File: src/design/weight_reorder_pkg.sv
// **********************************************************
// Shared constants and types for the weight-reorder subsystem
// Imported by every design unit that needs element width or states
// **********************************************************

package weight_reorder_pkg;

    // Width of one weight element in bits
    localparam int ELEM_W = 16;

    // Rows per vertical block, tied to the two RAM read ports
    localparam int BLOCK_ROWS = 2;

    // One weight element
    typedef logic [ELEM_W-1:0] elem_t;

    // Buffer controller states
    typedef enum logic [1:0] {
        IDLE  = 2'd0,
        FILL  = 2'd1,
        SLICE = 2'd2,
        DRAIN = 2'd3
    } buf_state_t;

endpackage
File: src/design/row_if.sv
// **********************************************************
// Row transfer from the ingress stage into the reorder buffer
// Producer holds valid and data until taken is seen
// **********************************************************

`timescale 1ns/1ps

interface row_if
    import weight_reorder_pkg::*;
#(
    parameter int COLS = 4
) ();

    logic                   valid;
    logic [COLS*ELEM_W-1:0] data;
    // Set on the row that completes a frame
    logic                   last;
    logic                   taken;

    modport producer (
        output valid,
        output data,
        output last,
        input  taken
    );

    modport consumer (
        input  valid,
        input  data,
        input  last,
        output taken
    );

endinterface

File: src/design/row_ingress.sv
// **********************************************************
// Four-phase receiver for input rows
// Captures each row once and offers it to the buffer until taken
// **********************************************************

`timescale 1ns/1ps

module row_ingress
    import weight_reorder_pkg::*;
#(
    parameter int ROWS = 8,
    parameter int COLS = 4
) (
    input  logic                   clk,
    input  logic                   rst_n,
    input  logic                   in_req,
    input  logic [COLS*ELEM_W-1:0] in_data,
    output logic                   in_ack,
    row_if.producer                row
);

    localparam int RW = (ROWS > 1) ? $clog2(ROWS) : 1;

    logic [RW-1:0] row_cnt;
    logic          accept;

    // New row only once the old one is gone and ack has dropped
    assign accept = in_req && !in_ack && !row.valid;

    always_ff @(posedge clk or negedge rst_n) begin
        if (!rst_n) begin
            in_ack    <= 1'b0;
            row.valid <= 1'b0;
            row.last  <= 1'b0;
            row_cnt   <= '0;
        end else begin
            if (accept) begin
                in_ack    <= 1'b1;
                row.valid <= 1'b1;
                row.last  <= (row_cnt == RW'(ROWS - 1));
                row_cnt   <= (row_cnt == RW'(ROWS - 1)) ? '0 : row_cnt + 1'b1;
            end else begin
                if (!in_req) begin
                    in_ack <= 1'b0;
                end
                if (row.taken) begin
                    row.valid <= 1'b0;
                end
            end
        end
    end

    // Row payload, held while valid
    always_ff @(posedge clk) begin
        if (accept) begin
            row.data <= in_data;
        end
    end

    // Ack only ever answers a request seen on the previous edge
    a_ack_after_req: assert property (
        @(posedge clk) disable iff (!rst_n)
        $rose(in_ack) |-> $past(in_req)
    );

endmodule

File: src/flat_wrapper.sv
// flat-port wrapper written by rule: the top's interface ports become plain ports
module row_ingress_flat import weight_reorder_pkg::*;
#(
    parameter int ROWS = 8,
    parameter int COLS = 4
)
  (clk, rst_n, in_req, in_data, in_ack, row_valid, row_data, row_last, row_taken);
  row_if #(.COLS(COLS)) row_i ();
  input  logic clk;
  input  logic rst_n;
  input  logic in_req;
  input  logic [COLS*ELEM_W-1:0] in_data;
  output logic in_ack;
  output wire logic [$bits(row_i.valid)-1:0] row_valid;
  output wire logic [$bits(row_i.data)-1:0] row_data;
  output wire logic [$bits(row_i.last)-1:0] row_last;
  input wire logic [$bits(row_i.taken)-1:0] row_taken;
  assign row_valid = row_i.valid;
  assign row_data = row_i.data;
  assign row_last = row_i.last;
  assign row_i.taken = row_taken;
  row_ingress #(.ROWS(ROWS), .COLS(COLS)) u_core (.clk(clk), .rst_n(rst_n), .in_req(in_req), .in_data(in_data), .in_ack(in_ack), .row(row_i));
endmodule
File: config.mk
export PLATFORM = sky130hd
export DESIGN_NAME = row_ingress_flat
export DESIGN_NICKNAME = d
export VERILOG_FILES = /design/src/design/weight_reorder_pkg.sv /design/src/design/row_if.sv /design/src/design/row_ingress.sv /design/src/flat_wrapper.sv
export SDC_FILE = /design/constraint.sdc
export NUM_CORES = 1
export LEC_CHECK = 0
export ABC_AREA = 1
export BUFFER_PORTS_ARGS = -buffer_cell sky130_fd_sc_hd__buf_2
export CAP_MARGIN = 20
export CORE_UTILIZATION = 25
export CTS_CLUSTER_SIZE = 25
export DETAILED_ROUTE_END_ITERATION = 10
export GPL_ROUTABILITY_DRIVEN = 0
export PLACE_DENSITY_LB_ADDON = 0.05
export SLEW_MARGIN = 20
export SYNTH_ARGS = -nofsm -noshare
export SYNTH_HDL_FRONTEND = slang
export SYNTH_SLANG_ARGS = --single-unit
File: constraint.sdc
create_clock -name clk -period 2.2 [get_ports clk]
set_input_delay 0.11 -clock clk [delete_from_list [all_inputs] [get_ports clk]]
set_output_delay 0.11 -clock clk [all_outputs]
set_load 0.01 [all_outputs]
Yosys cells after proc, flatten, opt, wreduce, memory -nomap -nowiden
Cells that the tools add are included.

Register bits after elaboration: 70. Input port bits: 68. Output and inout port bits: 67. Logic and storage cells: 18.

$add $sub $neg: 1. Equality and inequality tests: 2. Multiplexer cells: 5. Reduce and logical (&&, ||, !) cells: 5.

Operators with widths (number): 1-bit two-way mux (4); 3-bit by 1-bit adder with 3-bit output, second input constant (1); 3-bit == test, second input constant (1); 3-bit two-way mux (1); 1-bit logical AND (2); 1-bit zero test (2); 2-bit by 1-bit inequality test with 1-bit output, second input constant (1); 2-bit nonzero test (1).

Logic depth before layout (Yosys ltp)
Depth in word-level cells: 4. Gate-level depth with buffers: 5.

Worst setup path before layout
Ideal clock, no wire load.

Kind: reg2reg. Start point: reg u_core.in_ack. End point: reg u_core.row.data[0] (enable). Arrival time: 1.901 ns. Data required time: 1.782 ns. Setup slack: -0.119 ns. Stages on the path, launching flop included: 4. Path buffers: 0. Clock period less this slack: 2.319 ns. Cells stage by stage: dfrtp_1 -> inv_2 -> nand3_2 -> inv_1.

Longest elaborated chain between the ends: 3.

Ends and longest elaborated chain: from (decl) (RTL line row_ingress.sv:18) `output logic in_ack,`; from (signal assigned) (RTL line row_ingress.sv:32) `in_ack <= 1'b0;`; from (signal assigned) (RTL line row_ingress.sv:38) `in_ack <= 1'b1;`; from (signal assigned) (RTL line row_ingress.sv:44) `in_ack <= 1'b0;`; 1-bit zero test (RTL line row_ingress.sv:28) `assign accept = in_req && !in_ack && !row.valid;`; 1-bit logical AND (2 in series) (RTL line row_ingress.sv:28); named net u_core.accept (RTL line row_ingress.sv:25) `logic accept;`; to (signal assigned) (RTL line row_ingress.sv:56) `row.data <= in_data;`; to (decl) (RTL line row_if.sv:22) `output data,`.

The timed path passes the listed nets, and every way through them passes these cells. A chain may end at the register's enable or synchronous reset.

Final worst setup path
Start point: reg u_core.in_ack. End point: reg u_core.row.data[12] (enable).

The elaborated chain is that of the path after synthesis.

==> metrics.md <==
| Metric | Value |
|---|---|
| Post-cts hold buffer count | 66 |
| Average size of a mapped cell | 23.6 µm² |
| Critical path's top delay family | buffers and inverters |
| First-pass GRT wire length | 6.99 mm |
| CTS tree | built |
| Sequential element share of the synthesized area | 94.5% |
| Busiest grt layer | met2 |
| 1st-iter DRT viols | 26 |
| Unrepaired setup endpoints after global routing | no |
| Critical path launch point type | flip-flop |
| I/O pin cnt | 135 |
| Drt wl/cell | 11.8 µm |
| Drt first pass iters | 4 |
| Rows | 33 |
| Placed instance count | 334 |
| Number of CTS-inserted buffers | 9 |
| Max VDD drop | 333 µV |
| Run status | finished, final reports clean |
| Starting Density | 26.3% |
| Mapped Cells | 93 |
| Critical path's slowest cell | dfrtp_1 |
| Met2 track demand over resource | 17.3% |
| WP buf/inv | 3 |
| Vias in the first global route | 1621 |
| GRT Util Overall | 10.6% |
| Clk slew on worst S/H paths | 0.08 ns |
| Max-Cap Viols | 0 |
| Die X | 95.7 µm |
| Net Count, Synth | 163 |
| Hold Path Stages | 3 |
| Post-cts resize count | 0 |
| Die area | 9150 µm² |
| WHS Endpoint | u_core.in_ack |
| Fin. Hold Viols | 0 |
| Relative slew slack | 79.6% |
| Share of layout cells above drive strength 1 | 50.2% |
| Hold Startpoint | in_req |
| Final worst slack | 0.744 ns |
| FF+latch count, synth | 70 |
| # port buffers | 134 |
| Number of setup violations in the final report | 0 |
| DRT Wirelength | 4.91 mm |
| P per Cell Area | 790 nW/µm² |
| Non-filler cells, final | 416 |
| Placed instance area | 3030 µm² |
| # diodes | 0 |
| Worst min-delay path class | in -> reg |
| Actual slew at the worst max-slew pin | 0.306 ns |
| Ys Warns | 0 |
| GR met1 Demand/Resource | 11.3% |
| Via count | 1608 |
| GR Overflow Total | 0 |
| Dpl hpwl | 3.19 mm |
| RR Endpoint | u_core.row.data[12] |
| # nets final | 376 |
| CP required | 2.21 ns |
| Final Critical Period | 1.46 ns |
| Initial antenna violation count | 0 |
| # fillers | 760 |
| Pleak | 1.66 nW |
| Critical path type | reg -> reg |
| CTS Sinks | 70 |
| Vias per cell | 3.87 |
| Clock buffer depth | 2 |
| CP cell instances | inv_2, nand3_2, clkinvlp_4, buf_4 |
| Cell area after layout | 3880 µm² |
| Critical-path maximum fanout | 24 |
| Setup TNS | 0 ns |
| Post-route ant nets | 0 |
| Remaining DRCs | 0 |
| R2R depth | 4 |
| Setup Skew | 0.00627 ns |
| Met3 Use GR | 4.23% |
| Core Region | 8340 µm² |
| Peak Freq | 687 MHz |
| Die Y | 95.7 µm |
| R2R Setup Slk | 0.74 ns |
| Arr. time, crit path | 1.47 ns |
| Root Buffer Master | clkbuf_8 |
| Worst flop-to-flop path startpoint | u_core.in_ack |
| Critical Path End Type | flip-flop |
| Pre-CTS setup slack | 0.749 ns |
| Largest net degree at the start of global routing | 41 |
| Buffer count from post-CTS setup fixing | 0 |
| Cell variety after synth | 12 |
| Final Max Tran Viols | 0 |
| Htree depth | 3 |
| Crit-path max cell delay | 0.41 ns |
| Syn Std Cell Area | 2190 µm² |
| Synthesis-to-layout area growth | 77.1% |
| Tcrit/Tclk final | 66.2% |
| Worst skew pair latency | 0.34 ns |
[sequential cells by signal, indices dropped and copies added (netlist names)]
name,count
u_core.row.valid,1
u_core.row.last,1
u_core.in_ack,1
u_core.row.data,64
u_core.row_cnt,3
[synthesized netlist by cell type]
master	count	area share [%]
inv_2	2	0.34
ha_1	2	1.1
nand2_1	8	1.4
nand3_1	1	0.23
edfxtp_1	64	88
a21oi_1	1	0.23
dfrtp_1	6	6.8
nand3_2	1	0.46
nor2_1	2	0.34
o21ai_1	1	0.23
inv_1	2	0.34
nand4_1	3	0.86
[layout make-up]
cell class	count	area, µm²	area share [%]
clock buffers	9	124	3.19
well taps	105	131	3.38
flip-flops and latches	70	2070	53.3
inverters	4	18.8	0.483
repair buffers	202	1360	35.0
clock inverters	7	73.8	1.90
multi-input cells	19	106	2.74
[power breakdown]
group / leakage [nW] / internal, mW / switching [mW]
Sequential: 0.672 / 1.59 / 0.0387
Combinational: 0.893 / 0.216 / 0.204
Clock: 0.0996 / 0.527 / 0.491
Total: 1.66 / 2.34 / 0.734
[worst min-delay path, delay by kind of cell]
family                 cells  cell delay [ns]
buffers and inverters      2             0.20
AOI/OAI and AO/OA          1             0.04
[cells by family (layout without fill, tap and decap cells)]
kind of cell	Yosys count	after routing	synth area share, %
DFF	70	70	94.5
and+or+nand+nor	15	15	3.25
buffers and inverters	4	222	0.685
adders and majority gates	2	2	1.14
AOI/OAI and AO/OA	2	2	0.456
[worst max-delay path by stage]
stage                  startpoint             endpoint  slack (ns)  depth (start not counted)
floorplan           u_core.in_ack   u_core.row.data[0]        0.27                          3
global placement    u_core.in_ack   u_core.row.data[6]        0.77                          4
detailed placement  u_core.in_ack  u_core.row.data[61]        0.75                          4
CTS                 u_core.in_ack  u_core.row.data[12]        0.74                          4
global route        u_core.in_ack  u_core.row.data[23]        0.66                          4
finish              u_core.in_ack  u_core.row.data[12]        0.74                          4
[per-stage QoR]
| stage | utilization (%) | hold slack [ns] | power (mW) |
|---|---|---|---|
| 2_1_floorplan | - | -0.186 | 1.81 |
| 3_3_place_gp | 36.3 | -0.0531 | 2.00 |
| 3_5_place_dp | 36.3 | -0.0541 | 2.00 |
| 4_1_cts | 46.6 | 0.0316 | 3.12 |
| 5_1_grt | 46.6 | 0.0577 | 3.22 |
| 6_report | 46.6 | 0.0495 | 3.07 |
[layout by cell type, fill, tap and decap left out]
cell           instances
a21oi_1                1
buf_12                 1
buf_2                134
buf_4                  1
bufinv_16              1
clkbuf_8               9
clkinv_2               2
clkinv_4               2
clkinvlp_4             2
dfrtp_1                6
dlygate4sd3_1         66
edfxtp_1              64
ha_1                   2
inv_1                  1
inv_2                  2
inv_6                  1
nand2_1                8
nand3_1                1
nand3_2                1
nand4_1                3
nor2_1                 2
o21ai_1                1
[per-layer routing]
metal	wire length, µm	vias up
li1	-	785
met1	2060	731
met2	2310	84
met3	445	8
met4	99	0
met5	0	-
Note: power is estimated with default switching activity, not from simulation.
