## config.mk

```make
export PLATFORM = sky130hd
export DESIGN_NAME = block_egress_flat
export DESIGN_NICKNAME = d
export VERILOG_FILES = /design/src/design/weight_reorder_pkg.sv /design/src/design/blk_if.sv /design/src/design/block_egress.sv /design/src/flat_wrapper.sv
export SDC_FILE = /design/constraint.sdc
export NUM_CORES = 1
export LEC_CHECK = 0
export ABC_AREA = 1
export BUFFER_PORTS_ARGS = -buffer_cell sky130_fd_sc_hd__buf_2
export CAP_MARGIN = 20
export CORE_MARGIN = 4
export CORE_UTILIZATION = 44
export DETAILED_ROUTE_END_ITERATION = 10
export PLACE_DENSITY = 0.83
export SYNTH_ARGS = -nofsm -noshare
export SYNTH_HDL_FRONTEND = slang
export SYNTH_SLANG_ARGS = --single-unit
```

## constraint.sdc

```tcl
create_clock -name clk -period 3.5 [get_ports clk]
set_input_delay 0.525 -clock clk [delete_from_list [all_inputs] [get_ports clk]]
set_output_delay 0.525 -clock clk [all_outputs]
set_load 0.005 [all_outputs]
```

## src/design/weight_reorder_pkg.sv

```systemverilog
// **********************************************************
// Shared constants and types for the weight-reorder subsystem
// Imported by every design unit that needs element width or states
// **********************************************************

package weight_reorder_pkg;

    // Width of one weight element in bits
    localparam int ELEM_W = 16;

    // Rows per vertical block, tied to the two RAM read ports
    localparam int BLOCK_ROWS = 2;

    // One weight element
    typedef logic [ELEM_W-1:0] elem_t;

    // Buffer controller states
    typedef enum logic [1:0] {
        IDLE  = 2'd0,
        FILL  = 2'd1,
        SLICE = 2'd2,
        DRAIN = 2'd3
    } buf_state_t;

endpackage
```

## src/design/blk_if.sv

```systemverilog
// **********************************************************
// Reordered block transfer from the buffer to the egress stage
// Same hold-until-taken rule as the row transfer
// **********************************************************

`timescale 1ns/1ps

interface blk_if
    import weight_reorder_pkg::*;
#(
    parameter int CHUNK_COLS = 2
) ();

    // One block is BLOCK_ROWS x CHUNK_COLS elements
    logic                                   valid;
    logic [ELEM_W*BLOCK_ROWS*CHUNK_COLS-1:0] data;
    logic                                   last;
    logic                                   taken;

    modport producer (
        output valid,
        output data,
        output last,
        input  taken
    );

    modport consumer (
        input  valid,
        input  data,
        input  last,
        output taken
    );

endinterface

```

## src/design/block_egress.sv

```systemverilog
// **********************************************************
// One-entry output register with a four-phase sender
// The register frees up only after the sink drops its ack
// **********************************************************

`timescale 1ns/1ps

module block_egress
    import weight_reorder_pkg::*;
#(
    parameter int ROWS       = 8,
    parameter int COLS       = 4,
    parameter int CHUNK_COLS = 2
) (
    input  logic                                    clk,
    input  logic                                    rst_n,
    blk_if.consumer                                 blk,
    output logic                                    out_req,
    output logic [ELEM_W*BLOCK_ROWS*CHUNK_COLS-1:0] out_data,
    output logic                                    out_last,
    input  logic                                    out_ack
);

    localparam int BLOCKS = (ROWS / BLOCK_ROWS) * (COLS / CHUNK_COLS);
    localparam int CW     = (BLOCKS > 1) ? $clog2(BLOCKS) : 1;

    typedef enum logic [1:0] {
        EG_EMPTY   = 2'd0,
        EG_REQ     = 2'd1,
        EG_RELEASE = 2'd2
    } eg_state_t;

    eg_state_t     eg_state;
    logic [CW-1:0] blk_cnt;

    assign blk.taken = (eg_state == EG_EMPTY) && blk.valid;
    assign out_req   = (eg_state == EG_REQ);

    always_ff @(posedge clk or negedge rst_n) begin
        if (!rst_n) begin
            eg_state <= EG_EMPTY;
            out_last <= 1'b0;
            blk_cnt  <= '0;
        end else begin
            case (eg_state)
                EG_EMPTY: begin
                    if (blk.taken) begin
                        eg_state <= EG_REQ;
                        out_last <= blk.last;
                        blk_cnt  <= (blk_cnt == CW'(BLOCKS - 1)) ? '0 : blk_cnt + 1'b1;
                    end
                end
                EG_REQ: begin
                    if (out_ack) begin
                        eg_state <= EG_RELEASE;
                    end
                end
                EG_RELEASE: begin
                    // Wait for the sink to finish its half
                    if (!out_ack) begin
                        eg_state <= EG_EMPTY;
                        out_last <= 1'b0;
                    end
                end
                default: eg_state <= EG_EMPTY;
            endcase
        end
    end

    always_ff @(posedge clk) begin
        if (blk.taken) begin
            out_data <= blk.data;
        end
    end

    a_out_stable: assert property (
        @(posedge clk) disable iff (!rst_n)
        out_req |=> $stable(out_data) && $stable(out_last)
    );

    // Buffer's last flag lines up with the block count of a frame
    a_last_aligned: assert property (
        @(posedge clk) disable iff (!rst_n)
        blk.taken |-> (blk.last == (blk_cnt == CW'(BLOCKS - 1)))
    );

endmodule

```

## src/flat_wrapper.sv

```systemverilog
// flat-port wrapper written by rule: the top's interface ports become plain ports
module block_egress_flat import weight_reorder_pkg::*;
#(
    parameter int ROWS       = 8,
    parameter int COLS       = 4,
    parameter int CHUNK_COLS = 2
)
  (clk, rst_n, out_req, out_data, out_last, out_ack, blk_valid, blk_data, blk_last, blk_taken);
  blk_if #(.CHUNK_COLS(CHUNK_COLS)) blk_i ();
  input  logic clk;
  input  logic rst_n;
  output logic out_req;
  output logic [ELEM_W*BLOCK_ROWS*CHUNK_COLS-1:0] out_data;
  output logic out_last;
  input  logic out_ack;
  input wire logic [$bits(blk_i.valid)-1:0] blk_valid;
  input wire logic [$bits(blk_i.data)-1:0] blk_data;
  input wire logic [$bits(blk_i.last)-1:0] blk_last;
  output wire logic [$bits(blk_i.taken)-1:0] blk_taken;
  assign blk_i.valid = blk_valid;
  assign blk_i.data = blk_data;
  assign blk_i.last = blk_last;
  assign blk_taken = blk_i.taken;
  block_egress #(.ROWS(ROWS), .COLS(COLS), .CHUNK_COLS(CHUNK_COLS)) u_core (.clk(clk), .rst_n(rst_n), .blk(blk_i), .out_req(out_req), .out_data(out_data), .out_last(out_last), .out_ack(out_ack));
endmodule
```

# Word-level counts from Yosys, hierarchy flattened
# Cells that the tools add are included.
dict set report word_totals {
  wordCells 20
  input_bits 69
  register_bits 67
  out_inout_bits 67
}
dict set report op_classes {
  mux 7
  n_eq_ne 5
  reduce_logical 5
}
# op n
set op_table {}
lappend op_table {{2-to-1 mux 2 bit} 3}
lappend op_table {{one-hot mux 2 bit (3 select lines)} 1}
lappend op_table {{AND reduction 3 bit} 2}
lappend op_table {{!= test 2 bit, second input constant} 2}
lappend op_table {{equality test 2 x 1 -> 1 bit, second input constant} 1}
lappend op_table {{equality test 2 bit, second input constant} 1}
lappend op_table {{zero test 2 bit} 1}
lappend op_table {{2-to-1 mux 1 bit} 2}
lappend op_table {{!= test 2 x 1 -> 1 bit, second input constant} 1}
lappend op_table {{one-hot mux 1 bit (2 select lines)} 1}
lappend op_table {{nonzero test 2 bit} 1}
lappend op_table {{logical AND 1 bit} 1}

# Longest topological paths before layout
dict set report depth {
  word_depth 4
  depth_mapped 5
  depth_no_buf 5
}

# Worst setup path after synthesis
# OpenSTA, ideal clock, no wires.
dict set report synth_path {
  path_kind {input port to output port}
  from {input port blk_valid}
  to {output port blk_taken}
  setup_slack_ps 1672
  t_arrival_ps 1303
  path_buffers 0
  cell_stages 2
  required_time_ps 2975
  path_cell_list {nand2_2 > inv_2}
}
dict set report synth_between {
  elab_chain_cells 1
}
# element line_no
set synth_lines {}
lappend synth_lines {{from (decl)} flat_wrapper.sv:16} ;# input wire logic [$bits(blk_i.valid)-1:0] blk_valid;
lappend synth_lines {{logical AND 1 bit} block_egress.sv:36} ;# assign blk.taken = (eg_state == EG_EMPTY) && blk.valid;
lappend synth_lines {{to (decl)} flat_wrapper.sv:19} ;# output wire logic [$bits(blk_i.taken)-1:0] blk_taken;
# Every way passes these cells.

# Worst setup path in the final report
dict set report layout_path {
  from {register u_core.eg_state[1]}
  to {output port blk_taken}
}
dict set report layout_between {
  elab_chain_cells 2
}
# element line_no
set layout_lines {}
lappend layout_lines {{from (decl)} block_egress.sv:33} ;# eg_state_t eg_state;
lappend layout_lines {{from (signal assigned)} block_egress.sv:41} ;# eg_state <= EG_EMPTY;
lappend layout_lines {{from (signal assigned)} block_egress.sv:48} ;# eg_state <= EG_REQ;
lappend layout_lines {{from (signal assigned)} block_egress.sv:55} ;# eg_state <= EG_RELEASE;
lappend layout_lines {{zero test 2 bit} block_egress.sv:36}
lappend layout_lines {{logical AND 1 bit} block_egress.sv:36}
# Every way passes these cells.

==> impl_metrics.toml <==
[clock_network]
clkSinkCount = 67
clk-insertion-delay-late_ns = 0.33
clk_pin_slew_ns = 0.07
cts-root-buf = "clkbuf_8"
cts_buffer_depth = 2
ctsResizeCount = 0
postCtsSetupBuffers = 0
cts_tree = "done"
cts_hold_buf = 1
cts_inserted_buffers = 9
htree_levels = 3

[global_route]
grt_pass1_wl_um = 7690
grt_use_met3 = 0.0733
grt_pass1_vias = 1356
top_usage_layer = "met2"
antenna_found_initial = 1
grt_util_met2 = 0.321
overflow = 0
grtUsageTotal = 0.184
grt_use_met1 = 0.194
grt_max_degree = 32

[placed_design]
post-place-ws_ns = 1.57
dp.final_hpwl_um = 3980
port_buffers = 135
gp_congestion = 0.705

[detailed_routing]
remaining_drc_errors = 0
dr.pass1.iters = 4
wl_per_cell_um = 17.8
wirelength_um = 5130
drt-initial-drc-count = 135
dr_total_vias = 1331
ant_nets = 0
routed_via_density = 4.62

[power_and_ir_drop]
irDropWorstVdd_mv = 0.270
p_leak_nw = 1.31
powerDensity_nw_per_um2 = 681

[final_layout]
antenna_cells = 0
syn2layout_area_growth_pct = 44.8
final_cell_mix = "135 x buf_2, 64 x edfxtp_1, 9 x clkbuf_8"
layout_commonest_cell = "buf_2"
nNetsFinal = 300
nFillCells = 318
drive_above_1_share = 0.644

[run]
cap_violations = 0

[synth]
yosys_register_bits = 67
synthCells = 82
synth_top_family_by_area = "simple AND/OR/NAND/NOR gates"
synth.avg_cell_area_um2 = 25.2
yosysWarnings = 0
yosys.area_share.xor_xnor = 0
synth_compound_area_frac = 0.00485
synth_cell_types = 10
synth_nets = 151
yosys.area_share.simple = 0.0182
syn-cell-area_um2 = 2060
synthAdderAreaFrac = 0
ys_seq_area_frac = 0.968
muxShareOfSynthArea = 0

[setup_path]
critical_path.endpoint_type = "primary output"
crit_start = "u_core.eg_state[1]$_DFFE_PN0P_"
crit_path_start_kind = "flip-flop"
crit_arrival_ns = 1.65
worstSetupPathType = "flip-flop to primary output"
cp_max_fo = 31
r2r_start = "u_core.eg_state[1]$_DFFE_PN0P_"
required_ns = 2.97

[sta]
fin_crit_sh = 0.621
finalSetupViolations = 0
finalHoldViolCount = 0
worstMarginPinSlew_ns = 0.617
rsz0062_at_grt = "no"
clock_skew_ns = 0.00625
fin_crit_ns = 2.17
relSlewSlack = 0.588
fin_setup_tns_ns = 0
timing.final.ws_setup_ns = 1.33
maxSlewViolCount = 0
max_freq_ghz = 0.460

[worst_hold_path]
min-delay-start = "blk_data[13]"
hp-class = "primary input to flip-flop"

[run_status]
status = "complete, no violations"

[floorplan]
die-area_um2 = 5850
core_area_um2 = 4440
rows = 24
die_w_um = 76.5
die_h_um = 76.5
io_pins = 136
start_util = 0.464
-- cell families (layout without fill, tap and decap cells) --
kind of cell,count (synthesis),in the layout
flops,67,67
compound gates,2,2
simple gates,8,8
buf+inv,5,159
-- power breakdown --
group	switching [mW]	leakage, nW	internal (mW)	total, mW
clock	0.267	0.0752	0.245	0.512
combinational	0.224	0.593	0.151	0.375
sequential	0.0480	0.639	1.10	1.15
total	0.539	1.31	1.49	2.03
-- per-layer routing --
| metal | routed length [um] | vias to the layer above | share of wire |
|---|---|---|---|
| li1 | - | 611 | - |
| met1 | 1770 | 629 | 0.34 |
| met2 | 2810 | 85 | 0.55 |
| met3 | 517 | 4 | 0.10 |
| met4 | 27 | 2 | 0.0053 |
| met5 | 7 | - | 0.0014 |
-- worst paths after layout --
check	end	cells past startpoint	slack (ns)
min in group asynchronous	u_core.eg_state[0]$_DFFE_PN0P_	2	0.54
hold reg to reg	u_core.out_last$_DFFE_PN0P_	2	0.55
setup reg to reg	u_core.out_data[14]$_DFFE_PP_	4	1.72
setup / recovery	blk_taken	4	1.33
hold / removal	u_core.out_data[13]$_DFFE_PP_	1	0.37
max in group asynchronous	u_core.eg_state[1]$_DFFE_PN0P_	2	2.85
-- state kept, by name, summed over array words and instances (netlist names) --
register,count
u_core.eg_state,2
u_core.out_last,1
u_core.out_data,64
-- cell type report --
| type | count | area (um^2) | share of cell area |
|---|---|---|---|
| inverters | 5 | 18.8 | 0.00628 |
| repair buffers | 138 | 701 | 0.235 |
| multi-input cells | 10 | 47.5 | 0.0159 |
| clock inverters | 7 | 35.0 | 0.0117 |
| clock buffers | 9 | 124 | 0.0415 |
| well taps | 52 | 65.1 | 0.0218 |
| flip-flops and latches | 67 | 2000 | 0.668 |
-- cell usage after synthesis, drive strengths merged --
library cell / count / area (um^2)
a21oi: 1 / 5.00
dfrtp: 3 / 75.1
edfxtp: 64 / 1920
inv: 5 / 18.8
nand2: 5 / 21.3
nand3: 2 / 10.0
nor2: 1 / 6.26
o21ai: 1 / 5.00
-- worst max-delay path: stages (launching register included) --
cell	delay (ns)
dfrtp_1	0.43
nor2_2	0.11
nand2_2	0.08
inv_2	0.46
buf_2	0.24
-- through the flow --
step	area (um^2)	std cells	util	power (mW)	hold slack, ns
final	2990	288	0.672	2.03	0.369
after global placement	2820	271	0.634	1.52	0.323
after floorplan	2060	82	-	1.29	0.229
after CTS	2990	288	0.672	2.06	0.346
after global routing	2990	288	0.672	2.14	0.346
after detailed placement	2820	271	0.634	1.54	0.329
Note: power is estimated with default switching activity, not from simulation.
